$ cat src/hw/mcseq_macros.svh
`ifndef MCSEQ_MACROS_SVH
`define MCSEQ_MACROS_SVH

////////////////////////////////
// program store
////////////////////////////////
`define MCSEQ_PC_W      8   // macro-program address width
`define MCSEQ_FIRST_PC  1   // run entry point, address 0 is HALT

////////////////////////////////
// thread interleave
////////////////////////////////
`define MCSEQ_THREADS   4
`define MCSEQ_THREAD_W  2

// operand addressing
`define MCSEQ_OFS_W     7   // per-thread field inside the register file
`define MCSEQ_ADDR_W    9   // thread number on top of the field

////////////////////////////////
// datapath credits
////////////////////////////////
`define MCSEQ_CREDITS   4
`define MCSEQ_CREDIT_W  3

`endif
$ cat src/hw/mcseq_pkg.sv
`include "mcseq_macros.svh"

package mcseq_pkg;

    // control instructions
    typedef enum logic [1:0] {
        JMP,
        CALL,
        RET,
        HALT
    } ctrl_op_e;

    // arithmetic instructions, each expands into a step table
    typedef enum logic [1:0] {
        FP2_MUL,
        FP2_SQR,
        FP2_SQR_XI,
        ACC_SUB
    } arith_op_e;

    typedef struct packed {
        logic                     is_ctrl;   // 1: ctrl_op valid, 0: arith_op valid
        ctrl_op_e                 ctrl_op;
        arith_op_e                arith_op;
        logic [`MCSEQ_PC_W-1:0]   target;    // JMP / CALL destination
        logic [`MCSEQ_OFS_W-1:0]  dst;       // CALL: offsets to capture
        logic [`MCSEQ_OFS_W-1:0]  src0;
        logic [`MCSEQ_OFS_W-1:0]  src1;
    } instr_t;

    // datapath control word
    typedef struct packed {
        logic       inve;
        logic [1:0] pos;
        logic [2:0] pom3;
        logic [2:0] pom2;
        logic [2:0] pom1;
        logic [2:0] cm;
        logic [1:0] pm;
    } csig_t;

    localparam csig_t csig_nop = '0;

endpackage

$ cat src/hw/mcseq_top.sv
`timescale 1ns/1ps
`include "mcseq_macros.svh"

module mcseq_top (
    input  logic                     clk,
    input  logic                     rstn,
    input  logic                     run,
    input  logic                     credit_ret,
    output logic                     busy,
    output logic                     mop_valid,
    output mcseq_pkg::csig_t         mop_csig,
    output logic [`MCSEQ_ADDR_W-1:0] mop_dst,
    output logic [`MCSEQ_ADDR_W-1:0] mop_src0,
    output logic [`MCSEQ_ADDR_W-1:0] mop_src1
);

    logic [`MCSEQ_PC_W-1:0]     rom_addr;
    mcseq_pkg::instr_t          instr;
    logic                       instr_valid;
    logic                       instr_done;
    logic [`MCSEQ_OFS_W-1:0]    ofs_dst;
    logic [`MCSEQ_OFS_W-1:0]    ofs_src0;
    logic [`MCSEQ_OFS_W-1:0]    ofs_src1;
    logic                       step_valid;
    logic                       step_accept;
    mcseq_pkg::csig_t           step_csig;
    logic [`MCSEQ_THREAD_W-1:0] step_thread;
    logic [`MCSEQ_OFS_W-1:0]    step_dst;
    logic [`MCSEQ_OFS_W-1:0]    step_src0;
    logic [`MCSEQ_OFS_W-1:0]    step_src1;

    program_rom i_rom (
        .clk      (clk),
        .rom_addr (rom_addr),
        .instr    (instr)
    );

    program_counter i_pc (
        .clk         (clk),
        .rstn        (rstn),
        .run         (run),
        .instr       (instr),
        .instr_done  (instr_done),
        .rom_addr    (rom_addr),
        .instr_valid (instr_valid),
        .busy        (busy),
        .ofs_dst     (ofs_dst),
        .ofs_src0    (ofs_src0),
        .ofs_src1    (ofs_src1)
    );

    mop_expander i_exp (
        .clk         (clk),
        .rstn        (rstn),
        .instr_valid (instr_valid),
        .instr       (instr),
        .step_accept (step_accept),
        .instr_done  (instr_done),
        .step_valid  (step_valid),
        .step_csig   (step_csig),
        .step_thread (step_thread),
        .step_dst    (step_dst),
        .step_src0   (step_src0),
        .step_src1   (step_src1)
    );

    mop_issue i_issue (
        .clk         (clk),
        .rstn        (rstn),
        .step_valid  (step_valid),
        .step_csig   (step_csig),
        .step_thread (step_thread),
        .step_dst    (step_dst),
        .step_src0   (step_src0),
        .step_src1   (step_src1),
        .ofs_dst     (ofs_dst),
        .ofs_src0    (ofs_src0),
        .ofs_src1    (ofs_src1),
        .credit_ret  (credit_ret),
        .step_accept (step_accept),
        .mop_valid   (mop_valid),
        .mop_csig    (mop_csig),
        .mop_dst     (mop_dst),
        .mop_src0    (mop_src0),
        .mop_src1    (mop_src1)
    );

endmodule

$ cat src/hw/mop_issue.sv
`timescale 1ns/1ps
`include "mcseq_macros.svh"

module mop_issue (
    input  logic                        clk,
    input  logic                        rstn,
    input  logic                        step_valid,
    input  mcseq_pkg::csig_t            step_csig,
    input  logic [`MCSEQ_THREAD_W-1:0]  step_thread,
    input  logic [`MCSEQ_OFS_W-1:0]     step_dst,
    input  logic [`MCSEQ_OFS_W-1:0]     step_src0,
    input  logic [`MCSEQ_OFS_W-1:0]     step_src1,
    input  logic [`MCSEQ_OFS_W-1:0]     ofs_dst,
    input  logic [`MCSEQ_OFS_W-1:0]     ofs_src0,
    input  logic [`MCSEQ_OFS_W-1:0]     ofs_src1,
    input  logic                        credit_ret,
    output logic                        step_accept,
    output logic                        mop_valid,
    output mcseq_pkg::csig_t            mop_csig,
    output logic [`MCSEQ_ADDR_W-1:0]    mop_dst,
    output logic [`MCSEQ_ADDR_W-1:0]    mop_src0,
    output logic [`MCSEQ_ADDR_W-1:0]    mop_src1
);

    logic [`MCSEQ_CREDIT_W-1:0] credit_cnt;
    logic [`MCSEQ_CREDIT_W-1:0] in_flight;  // output side, issued and not yet returned
    logic [`MCSEQ_OFS_W-1:0]    dst_sum;    // mod 128 sums
    logic [`MCSEQ_OFS_W-1:0]    src0_sum;
    logic [`MCSEQ_OFS_W-1:0]    src1_sum;

    assign step_accept = step_valid && (credit_cnt != '0);

    assign dst_sum  = step_dst + ofs_dst;
    assign src0_sum = step_src0 + ofs_src0;
    assign src1_sum = step_src1 + ofs_src1;

    ////////////////////////////////
    // credits
    ////////////////////////////////
    always_ff @(posedge clk) begin
        if (!rstn) begin
            credit_cnt <= `MCSEQ_CREDIT_W'(`MCSEQ_CREDITS);
        end else begin
            case ({step_accept, credit_ret})
                2'b10:   credit_cnt <= credit_cnt - `MCSEQ_CREDIT_W'(1);
                2'b01:   credit_cnt <= credit_cnt + `MCSEQ_CREDIT_W'(1);
                default: credit_cnt <= credit_cnt; // none, or spend and return together
            endcase
        end
    end

    // output register
    always_ff @(posedge clk) begin
        if (!rstn) begin
            mop_valid <= 1'b0;
        end else begin
            mop_valid <= step_accept;
        end
    end

    always_ff @(posedge clk) begin
        if (step_accept) begin
            mop_csig <= step_csig;
            mop_dst  <= {step_thread, dst_sum};   // thread in the upper bits
            mop_src0 <= {step_thread, src0_sum};
            mop_src1 <= {step_thread, src1_sum};
        end
    end

    // counted from mop_valid and credit_ret only
    always_ff @(posedge clk) begin
        if (!rstn) begin
            in_flight <= '0;
        end else begin
            in_flight <= in_flight + `MCSEQ_CREDIT_W'(mop_valid)
                                   - `MCSEQ_CREDIT_W'(credit_ret);
        end
    end

    a_credit_max: assert property (@(posedge clk) disable iff (!rstn)
        credit_cnt <= `MCSEQ_CREDIT_W'(`MCSEQ_CREDITS));

    // datapath must still have room for each micro-op it receives
    a_valid_has_credit: assert property (@(posedge clk) disable iff (!rstn)
        mop_valid |-> in_flight < `MCSEQ_CREDIT_W'(`MCSEQ_CREDITS));

endmodule

$ cat src/hw/mop_expander.sv
`timescale 1ns/1ps
`include "mcseq_macros.svh"

module mop_expander (
    input  logic                        clk,
    input  logic                        rstn,
    input  logic                        instr_valid,
    input  mcseq_pkg::instr_t           instr,
    input  logic                        step_accept,
    output logic                        instr_done,
    output logic                        step_valid,
    output mcseq_pkg::csig_t            step_csig,
    output logic [`MCSEQ_THREAD_W-1:0]  step_thread,
    output logic [`MCSEQ_OFS_W-1:0]     step_dst,
    output logic [`MCSEQ_OFS_W-1:0]     step_src0,
    output logic [`MCSEQ_OFS_W-1:0]     step_src1
);

    logic [1:0]                 step_cnt;
    logic [1:0]                 n_steps;
    logic [`MCSEQ_THREAD_W-1:0] thread_cnt;
    logic                       last_step;
    logic                       last_thread;

    ////////////////////////////////
    // step tables
    ////////////////////////////////
    // fields: inve_pos_pom3_pom2_pom1_cm_pm
    function automatic mcseq_pkg::csig_t step_table(input mcseq_pkg::arith_op_e op,
                                                    input logic [1:0] step);
        mcseq_pkg::csig_t c;
        c = mcseq_pkg::csig_nop;
        case (op)
            mcseq_pkg::FP2_MUL: begin
                case (step)
                    2'd0:    c = 17'b0_00_000_001_001_001_00;
                    2'd1:    c = 17'b0_00_000_010_100_001_00;
                    2'd2:    c = 17'b0_01_000_011_000_001_10;
                    default: c = mcseq_pkg::csig_nop;
                endcase
            end
            mcseq_pkg::FP2_SQR: begin
                case (step)
                    2'd0:    c = 17'b0_01_000_001_000_010_00;
                    2'd1:    c = 17'b0_00_000_000_001_001_01;
                    default: c = mcseq_pkg::csig_nop;
                endcase
            end
            mcseq_pkg::FP2_SQR_XI: begin
                case (step)
                    2'd0:    c = 17'b0_00_000_001_001_010_00;
                    2'd1:    c = 17'b0_00_000_010_011_001_01;
                    2'd2:    c = 17'b0_01_000_000_000_000_00; // final add, no mult
                    default: c = mcseq_pkg::csig_nop;
                endcase
            end
            mcseq_pkg::ACC_SUB: begin
                case (step)
                    2'd0:    c = 17'b0_00_000_000_001_001_00;
                    2'd1:    c = 17'b0_00_000_000_100_001_00;
                    default: c = mcseq_pkg::csig_nop;
                endcase
            end
            default: c = mcseq_pkg::csig_nop;
        endcase
        return c;
    endfunction

    assign n_steps = (instr.arith_op == mcseq_pkg::FP2_MUL ||
                      instr.arith_op == mcseq_pkg::FP2_SQR_XI) ? 2'd3 : 2'd2;

    assign last_step   = (step_cnt == n_steps - 2'd1);
    assign last_thread = (thread_cnt == `MCSEQ_THREAD_W'(`MCSEQ_THREADS - 1));
    assign instr_done  = step_accept && last_step && last_thread;

    assign step_valid  = instr_valid;
    assign step_csig   = step_table(instr.arith_op, step_cnt);
    assign step_thread = thread_cnt;
    assign step_dst    = instr.dst;   // raw fields, offsets added at issue
    assign step_src0   = instr.src0;
    assign step_src1   = instr.src1;

    ////////////////////////////////
    // step / thread counters
    ////////////////////////////////
    always_ff @(posedge clk) begin
        if (!rstn) begin
            step_cnt   <= '0;
            thread_cnt <= '0;
        end else if (step_accept) begin            // hold on back-pressure
            if (last_step) begin
                step_cnt   <= '0;
                thread_cnt <= thread_cnt + `MCSEQ_THREAD_W'(1); // wraps to 0 at done
            end else begin
                step_cnt <= step_cnt + 2'd1;
            end
        end
    end

    a_step_in_range: assert property (@(posedge clk) disable iff (!rstn)
        instr_valid |-> (step_cnt < n_steps));

endmodule

$ cat src/hw/program_counter.sv
`timescale 1ns/1ps
`include "mcseq_macros.svh"

module program_counter (
    input  logic                    clk,
    input  logic                    rstn,
    input  logic                    run,
    input  mcseq_pkg::instr_t       instr,
    input  logic                    instr_done,
    output logic [`MCSEQ_PC_W-1:0]  rom_addr,
    output logic                    instr_valid,
    output logic                    busy,
    output logic [`MCSEQ_OFS_W-1:0] ofs_dst,
    output logic [`MCSEQ_OFS_W-1:0] ofs_src0,
    output logic [`MCSEQ_OFS_W-1:0] ofs_src1
);

    typedef enum logic [1:0] {
        IDLE,
        FETCH,      // rom_addr presented
        EXEC,       // instr from ROM is valid
        WAIT_DONE   // arithmetic instr held for the expander
    } pc_state_e;

    pc_state_e              state;
    logic [`MCSEQ_PC_W-1:0] pc;
    logic [`MCSEQ_PC_W-1:0] ret_addr;   // single-level call stack

    assign rom_addr    = pc;            // held steady so the ROM word stays put
    assign instr_valid = (state == WAIT_DONE);
    assign busy        = (state != IDLE);

    ////////////////////////////////
    // fetch / branch
    ////////////////////////////////
    always_ff @(posedge clk) begin
        if (!rstn) begin
            state    <= IDLE;
            pc       <= '0;
            ret_addr <= '0;
            ofs_dst  <= '0;
            ofs_src0 <= '0;
            ofs_src1 <= '0;
        end else begin
            case (state)
                IDLE: begin
                    if (run) begin
                        pc    <= `MCSEQ_PC_W'(`MCSEQ_FIRST_PC);
                        state <= FETCH;
                    end
                end
                FETCH: state <= EXEC;
                EXEC: begin
                    if (!instr.is_ctrl) begin
                        state <= WAIT_DONE;
                    end else begin
                        state <= FETCH;
                        case (instr.ctrl_op)
                            mcseq_pkg::JMP: pc <= instr.target;
                            mcseq_pkg::CALL: begin
                                pc       <= instr.target;
                                ret_addr <= pc + `MCSEQ_PC_W'(1);
                                ofs_dst  <= instr.dst;      // offsets for the callee
                                ofs_src0 <= instr.src0;
                                ofs_src1 <= instr.src1;
                            end
                            mcseq_pkg::RET: begin
                                pc       <= ret_addr;
                                ofs_dst  <= '0;
                                ofs_src0 <= '0;
                                ofs_src1 <= '0;
                            end
                            mcseq_pkg::HALT: begin
                                pc    <= '0;
                                state <= IDLE;
                            end
                        endcase
                    end
                end
                WAIT_DONE: begin
                    if (instr_done) begin
                        pc    <= pc + `MCSEQ_PC_W'(1);
                        state <= FETCH;
                    end
                end
                default: state <= IDLE;
            endcase
        end
    end

    // expander may only finish an instruction it was handed
    a_done_in_valid: assert property (@(posedge clk) disable iff (!rstn)
        instr_done |-> instr_valid);

endmodule

$ cat src/hw/program_rom.sv
`timescale 1ns/1ps
`include "mcseq_macros.svh"

module program_rom (
    input  logic                    clk,
    input  logic [`MCSEQ_PC_W-1:0]  rom_addr,
    output mcseq_pkg::instr_t       instr
);

    function automatic mcseq_pkg::instr_t ctrl_word(input mcseq_pkg::ctrl_op_e op,
                                                    input logic [`MCSEQ_PC_W-1:0] target,
                                                    input logic [`MCSEQ_OFS_W-1:0] d,
                                                    input logic [`MCSEQ_OFS_W-1:0] s0,
                                                    input logic [`MCSEQ_OFS_W-1:0] s1);
        mcseq_pkg::instr_t w;
        w = '0;
        w.is_ctrl = 1'b1;
        w.ctrl_op = op;
        w.target = target;
        w.dst = d;
        w.src0 = s0;
        w.src1 = s1;
        return w;
    endfunction

    function automatic mcseq_pkg::instr_t arith_word(input mcseq_pkg::arith_op_e op,
                                                     input logic [`MCSEQ_OFS_W-1:0] d,
                                                     input logic [`MCSEQ_OFS_W-1:0] s0,
                                                     input logic [`MCSEQ_OFS_W-1:0] s1);
        mcseq_pkg::instr_t w;
        w = '0;
        w.arith_op = op;
        w.dst = d;
        w.src0 = s0;
        w.src1 = s1;
        return w;
    endfunction

    // registered read, one cycle latency
    always_ff @(posedge clk) begin
        case (rom_addr)
            8'd1:    instr <= arith_word(mcseq_pkg::FP2_MUL, 7'd10, 7'd1, 7'd2);
            8'd2:    instr <= arith_word(mcseq_pkg::FP2_SQR, 7'd11, 7'd10, 7'd0);
            8'd3:    instr <= ctrl_word(mcseq_pkg::JMP, 8'd5, 7'd0, 7'd0, 7'd0);
            8'd4:    instr <= arith_word(mcseq_pkg::ACC_SUB, 7'd127, 7'd127, 7'd127); // skipped
            8'd5:    instr <= ctrl_word(mcseq_pkg::CALL, 8'd9, 7'd32, 7'd32, 7'd64);
            8'd6:    instr <= arith_word(mcseq_pkg::FP2_SQR_XI, 7'd12, 7'd11, 7'd0);
            8'd7:    instr <= arith_word(mcseq_pkg::ACC_SUB, 7'd13, 7'd12, 7'd10);
            // subroutine, runs with the CALL offsets
            8'd9:    instr <= arith_word(mcseq_pkg::FP2_MUL, 7'd100, 7'd100, 7'd3); // dst wraps
            8'd10:   instr <= arith_word(mcseq_pkg::ACC_SUB, 7'd5, 7'd6, 7'd7);
            8'd11:   instr <= ctrl_word(mcseq_pkg::RET, 8'd0, 7'd0, 7'd0, 7'd0);
            default: instr <= ctrl_word(mcseq_pkg::HALT, 8'd0, 7'd0, 7'd0, 7'd0); // 0, 8
        endcase
    end

endmodule

$ cat config.mk
export PLATFORM = sky130hd
export DESIGN_NAME = mcseq_top
export DESIGN_NICKNAME = d
export VERILOG_FILES = /design/src/hw/mcseq_pkg.sv /design/src/hw/mcseq_top.sv /design/src/hw/mop_issue.sv /design/src/hw/mop_expander.sv /design/src/hw/program_counter.sv /design/src/hw/program_rom.sv
export VERILOG_INCLUDE_DIRS = /design/src /design/src/hw
export SDC_FILE = /design/constraint.sdc
export NUM_CORES = 1
export LEC_CHECK = 0
export ABC_CLOCK_PERIOD_IN_PS = 2220
export BUFFER_PORTS_ARGS = -buffer_cell sky130_fd_sc_hd__buf_4
export CAP_MARGIN = 20
export CORE_MARGIN = 3
export CORE_UTILIZATION = 53
export CTS_BUF_LIST = sky130_fd_sc_hd__clkbuf_16
export CTS_CLUSTER_DIAMETER = 40
export DETAILED_ROUTE_END_ITERATION = 7
export PLACE_DENSITY = 0.76
export SETUP_SLACK_MARGIN = 0.4
export SLEW_MARGIN = 20
export SYNTH_ARGS = -nofsm -noshare
export SYNTH_HDL_FRONTEND = slang
export SYNTH_SLANG_ARGS = --single-unit
export TNS_END_PERCENT = 30
$ cat constraint.sdc
create_clock -name clk -period 2.22 [get_ports clk]
set_clock_uncertainty 0.2 [all_clocks]
set_input_delay 0.333 -clock clk [delete_from_list [all_inputs] [get_ports clk]]
set_output_delay 0.333 -clock clk [all_outputs]
set_load 0.01 [all_outputs]
==> results.py <==
metrics = {
    "setup_path": {
        "arrival_ns": 2.17,
        "crit_type": "flop to flop",
        "cp_data_required_time_ns": 2.30,
        "reg2reg_depth": 7,
        "reg2reg_to": "i_issue.credit_cnt[2]",
        "cp_max_fo": 2,
        "startpoint_type": "flop",
        "worstSetupStartpoint": "i_issue.credit_cnt[2]",
        "endpoint": "i_issue.credit_cnt[2]",
        "r2r-start": "i_issue.credit_cnt[2]",
        "end_kind": "flop",
        "reg2reg_slack_ns": 0.13,
    },
    "route": {
        "vias": 3696,
        "finalWirelength_um": 10300,
        "vias_per_cell": 5.61,
        "routedWlPerCell_um": 15.6,
        "drt_first_iter_violations": 211,
        "first_pass_iters": 5,
        "route.detailed.drc": 0,
        "postRouteAntennaNets": 0,
    },
    "clock_network": {
        "clock-sinks": 98,
        "cts_buffer_depth": 2,
        "cts_tree": "done",
        "hold_buffers": 0,
        "insertion_delay_ns": 0.35,
        "cts_buffers": 9,
        "clk_pin_slew_ns": 0.07,
        "h-tree-depth": 3,
        "cts_root_buffer": "clkbuf_16",
    },
    "timing": {
        "finalHoldViolCount": 0,
        "slew_violations": 0,
        "tns_ns": 0,
        "period_share_pct": 94.2,
        "finalSetupViolCount": 0,
        "slew-limit-headroom_pct": 61.0,
        "fmax_mhz": 478,
        "grt_setup_unrepaired": "true",
        "min_period_ns": 2.09,
        "worst_pin_slew_ns": 0.584,
    },
    "die": {
        "die_area_mm2": 0.0103,
        "die_x_um": 101,
        "die_h_um": 101,
        "ios": 50,
        "start_util_pct": 55.1,
        "rows": 34,
        "core-area_mm2": 0.00876,
    },
    "yosys": {
        "yosysTopAreaCell": "dfxtp_1",
        "synthFlopType": "dfxtp_1",
        "synth.area.top_cells": "dfxtp_1 27%, edfxtp_1 21%, ha_1 8.8%, a21oi_1 4.0%, nand2_1 3.0%",
        "synth_area_mm2": 0.00482,
        "ys_seq_area_share_pct": 47.5,
        "synth_compound_area_share_pct": 15.4,
        "yosys-mux-area-fraction_pct": 1.45,
        "synth_top_family_by_area": "compound AO/OA/AOI/OAI gates",
        "synth_xor_area_share_pct": 4.18,
        "synth-async-reset-ratio_pct": 0,
        "avgSynthCellArea_um2": 10.1,
        "synth_warnings": 0,
        "synth.top_cell.area_share_pct": 27.0,
        "synth_edf_count": 33,
        "ys_types": 66,
        "synth_seq_cells": 98,
        "synthCells": 480,
        "synthSimpleGateAreaFrac_pct": 14.5,
        "synth_adder_area_share_pct": 10.5,
    },
    "global_route": {
        "grt_overflow_total": 0,
        "grt.total_usage_pct": 19.6,
        "grt_max_degree": 37,
        "grt_pass1_vias": 3380,
        "antenna_found_initial": 0,
        "grt_pass1_wl_um": 16000,
    },
    "pwr": {
        "vdd_drop_max_uv": 470,
        "p_per_area_mw_per_mm2": 803,
        "p_total_w": 0.00479,
        "leakage_nw": 2.36,
    },
    "placement": {
        "port_buffers": 42,
        "post_dp_cell_area_mm2": 0.00528,
        "gp_congestion": 0.827,
        "place_hpwl_um": 6570,
        "place_inst": 620,
    },
    "layout": {
        "layout_common_cells": "74 x buf_4, 52 x dfxtp_1, 38 x nand2_1",
        "fin_cells": 659,
        "final_nets": 588,
        "drive_above_1_share_pct": 28.9,
        "final_core_util_pct": 68.0,
        "syn_to_final_growth_pct": 23.6,
        "num_antenna_cells": 0,
        "final_common_cell": "buf_4",
        "fin_area_mm2": 0.00596,
    },
    "outcome": {
        "status": "complete, no violations",
    },
    "flow_run": {
        "maxCapViolations": 0,
    },
    "min_path": {
        "hp-class": "primary input to flop",
    },
}
repair_timing:
action	CTS	global route
pin swaps	21	12
buffers inserted	16	6
gates resized for setup	41	26
cloned	1	0
setup endpoints to repair	46	74
layer usage:
layer | track usage, % | vias up | wire length [µm]
met2 | 33.7 | 103 | 5180
met5 | 0 | - | 0
met1 | 24.6 | 1784 | 4430
li1 | - | 1795 | -
met4 | 6.75 | 0 | 149
met3 | 3.86 | 14 | 546
where the power goes:
part	switching, W	leakage (nW)	internal (W)
Combinational	0.000643	1.39	0.000537
Clock	0.000712	0.135	0.000778
Sequential	0.000125	0.841	0.00199
cell families after synthesis:
family                     after synthesis
buffers and inverters                   65
and+or+nand+nor                        140
adders and majority gates               38
muxes                                    7
other                                    1
DFF                                     98
xor gates and xnor gates                23
AOI/OAI and AO/OA                      108
how the worst min path moves through the flow:
stage / start / end / slack [ns] / cells past startpoint
2_1_floorplan: i_exp.step_thread[1] / i_issue.mop_src1[8] / 0.23 / 0
3_3_place_gp: i_pc.ofs_src0[0] / i_pc.ofs_src0[0] / 0.24 / 2
3_5_place_dp: i_pc.ofs_src1[3] / i_pc.ofs_src1[3] / 0.25 / 2
4_1_cts: rstn / i_issue.credit_cnt[2] / 0.05 / 2
5_1_grt: rstn / i_issue.credit_cnt[2] / 0.09 / 2
6_report: rstn / i_issue.credit_cnt[2] / 0.09 / 2
Yosys cell counts, drive strengths merged (8+ instances only):
cell type and n:
nor2 37, buf 22, or3 8, o21ai 15, nand3 12, dfxtp 65, xnor2 13, ha 34
inv 31, nand2 39, clkbuf 11, edfxtp 33, nand3b 14, a21oi 43, xor2 10
critical path, stage by stage, from the launching register on:
cell	delay (ns)
dfxtp_4	0.36
o31ai_4	0.27
ha_2	0.21
inv_1	0.05
fa_2	0.33
xor2_1	0.18
or3_1	0.32
nand3_1	0.11
metrics by stage:
stage	setup slack, ns	hold WS, ns
3_3_place_gp	0.144	0.243
3_5_place_dp	0.0453	0.250
4_1_cts	0.171	0.0480
2_1_floorplan	0.188	0.234
5_1_grt	0.0501	0.0857
6_report	0.130	0.0899
state kept, by name (all words and copies together), names as in the netlist, 7 cells and up:
register          flops
i_rom.instr          23
i_issue.mop_csig     10
i_issue.mop_src1      9
i_pc.ret_addr         8
i_pc.rom_addr         8
i_issue.mop_dst       7
i_issue.mop_src0      7
final cells by class:
class / instances / area, µm²
Multi-Input combinational cell: 324 / 2450
Tap cell: 108 / 135
Clock buffer: 9 / 225
Timing Repair Buffer: 81 / 647
Fill cell: 675 / 2800
Inverter: 32 / 128
Clock inverter: 7 / 58.8
Sequential cell: 98 / 2320
(Power assumes the default switching activity.)
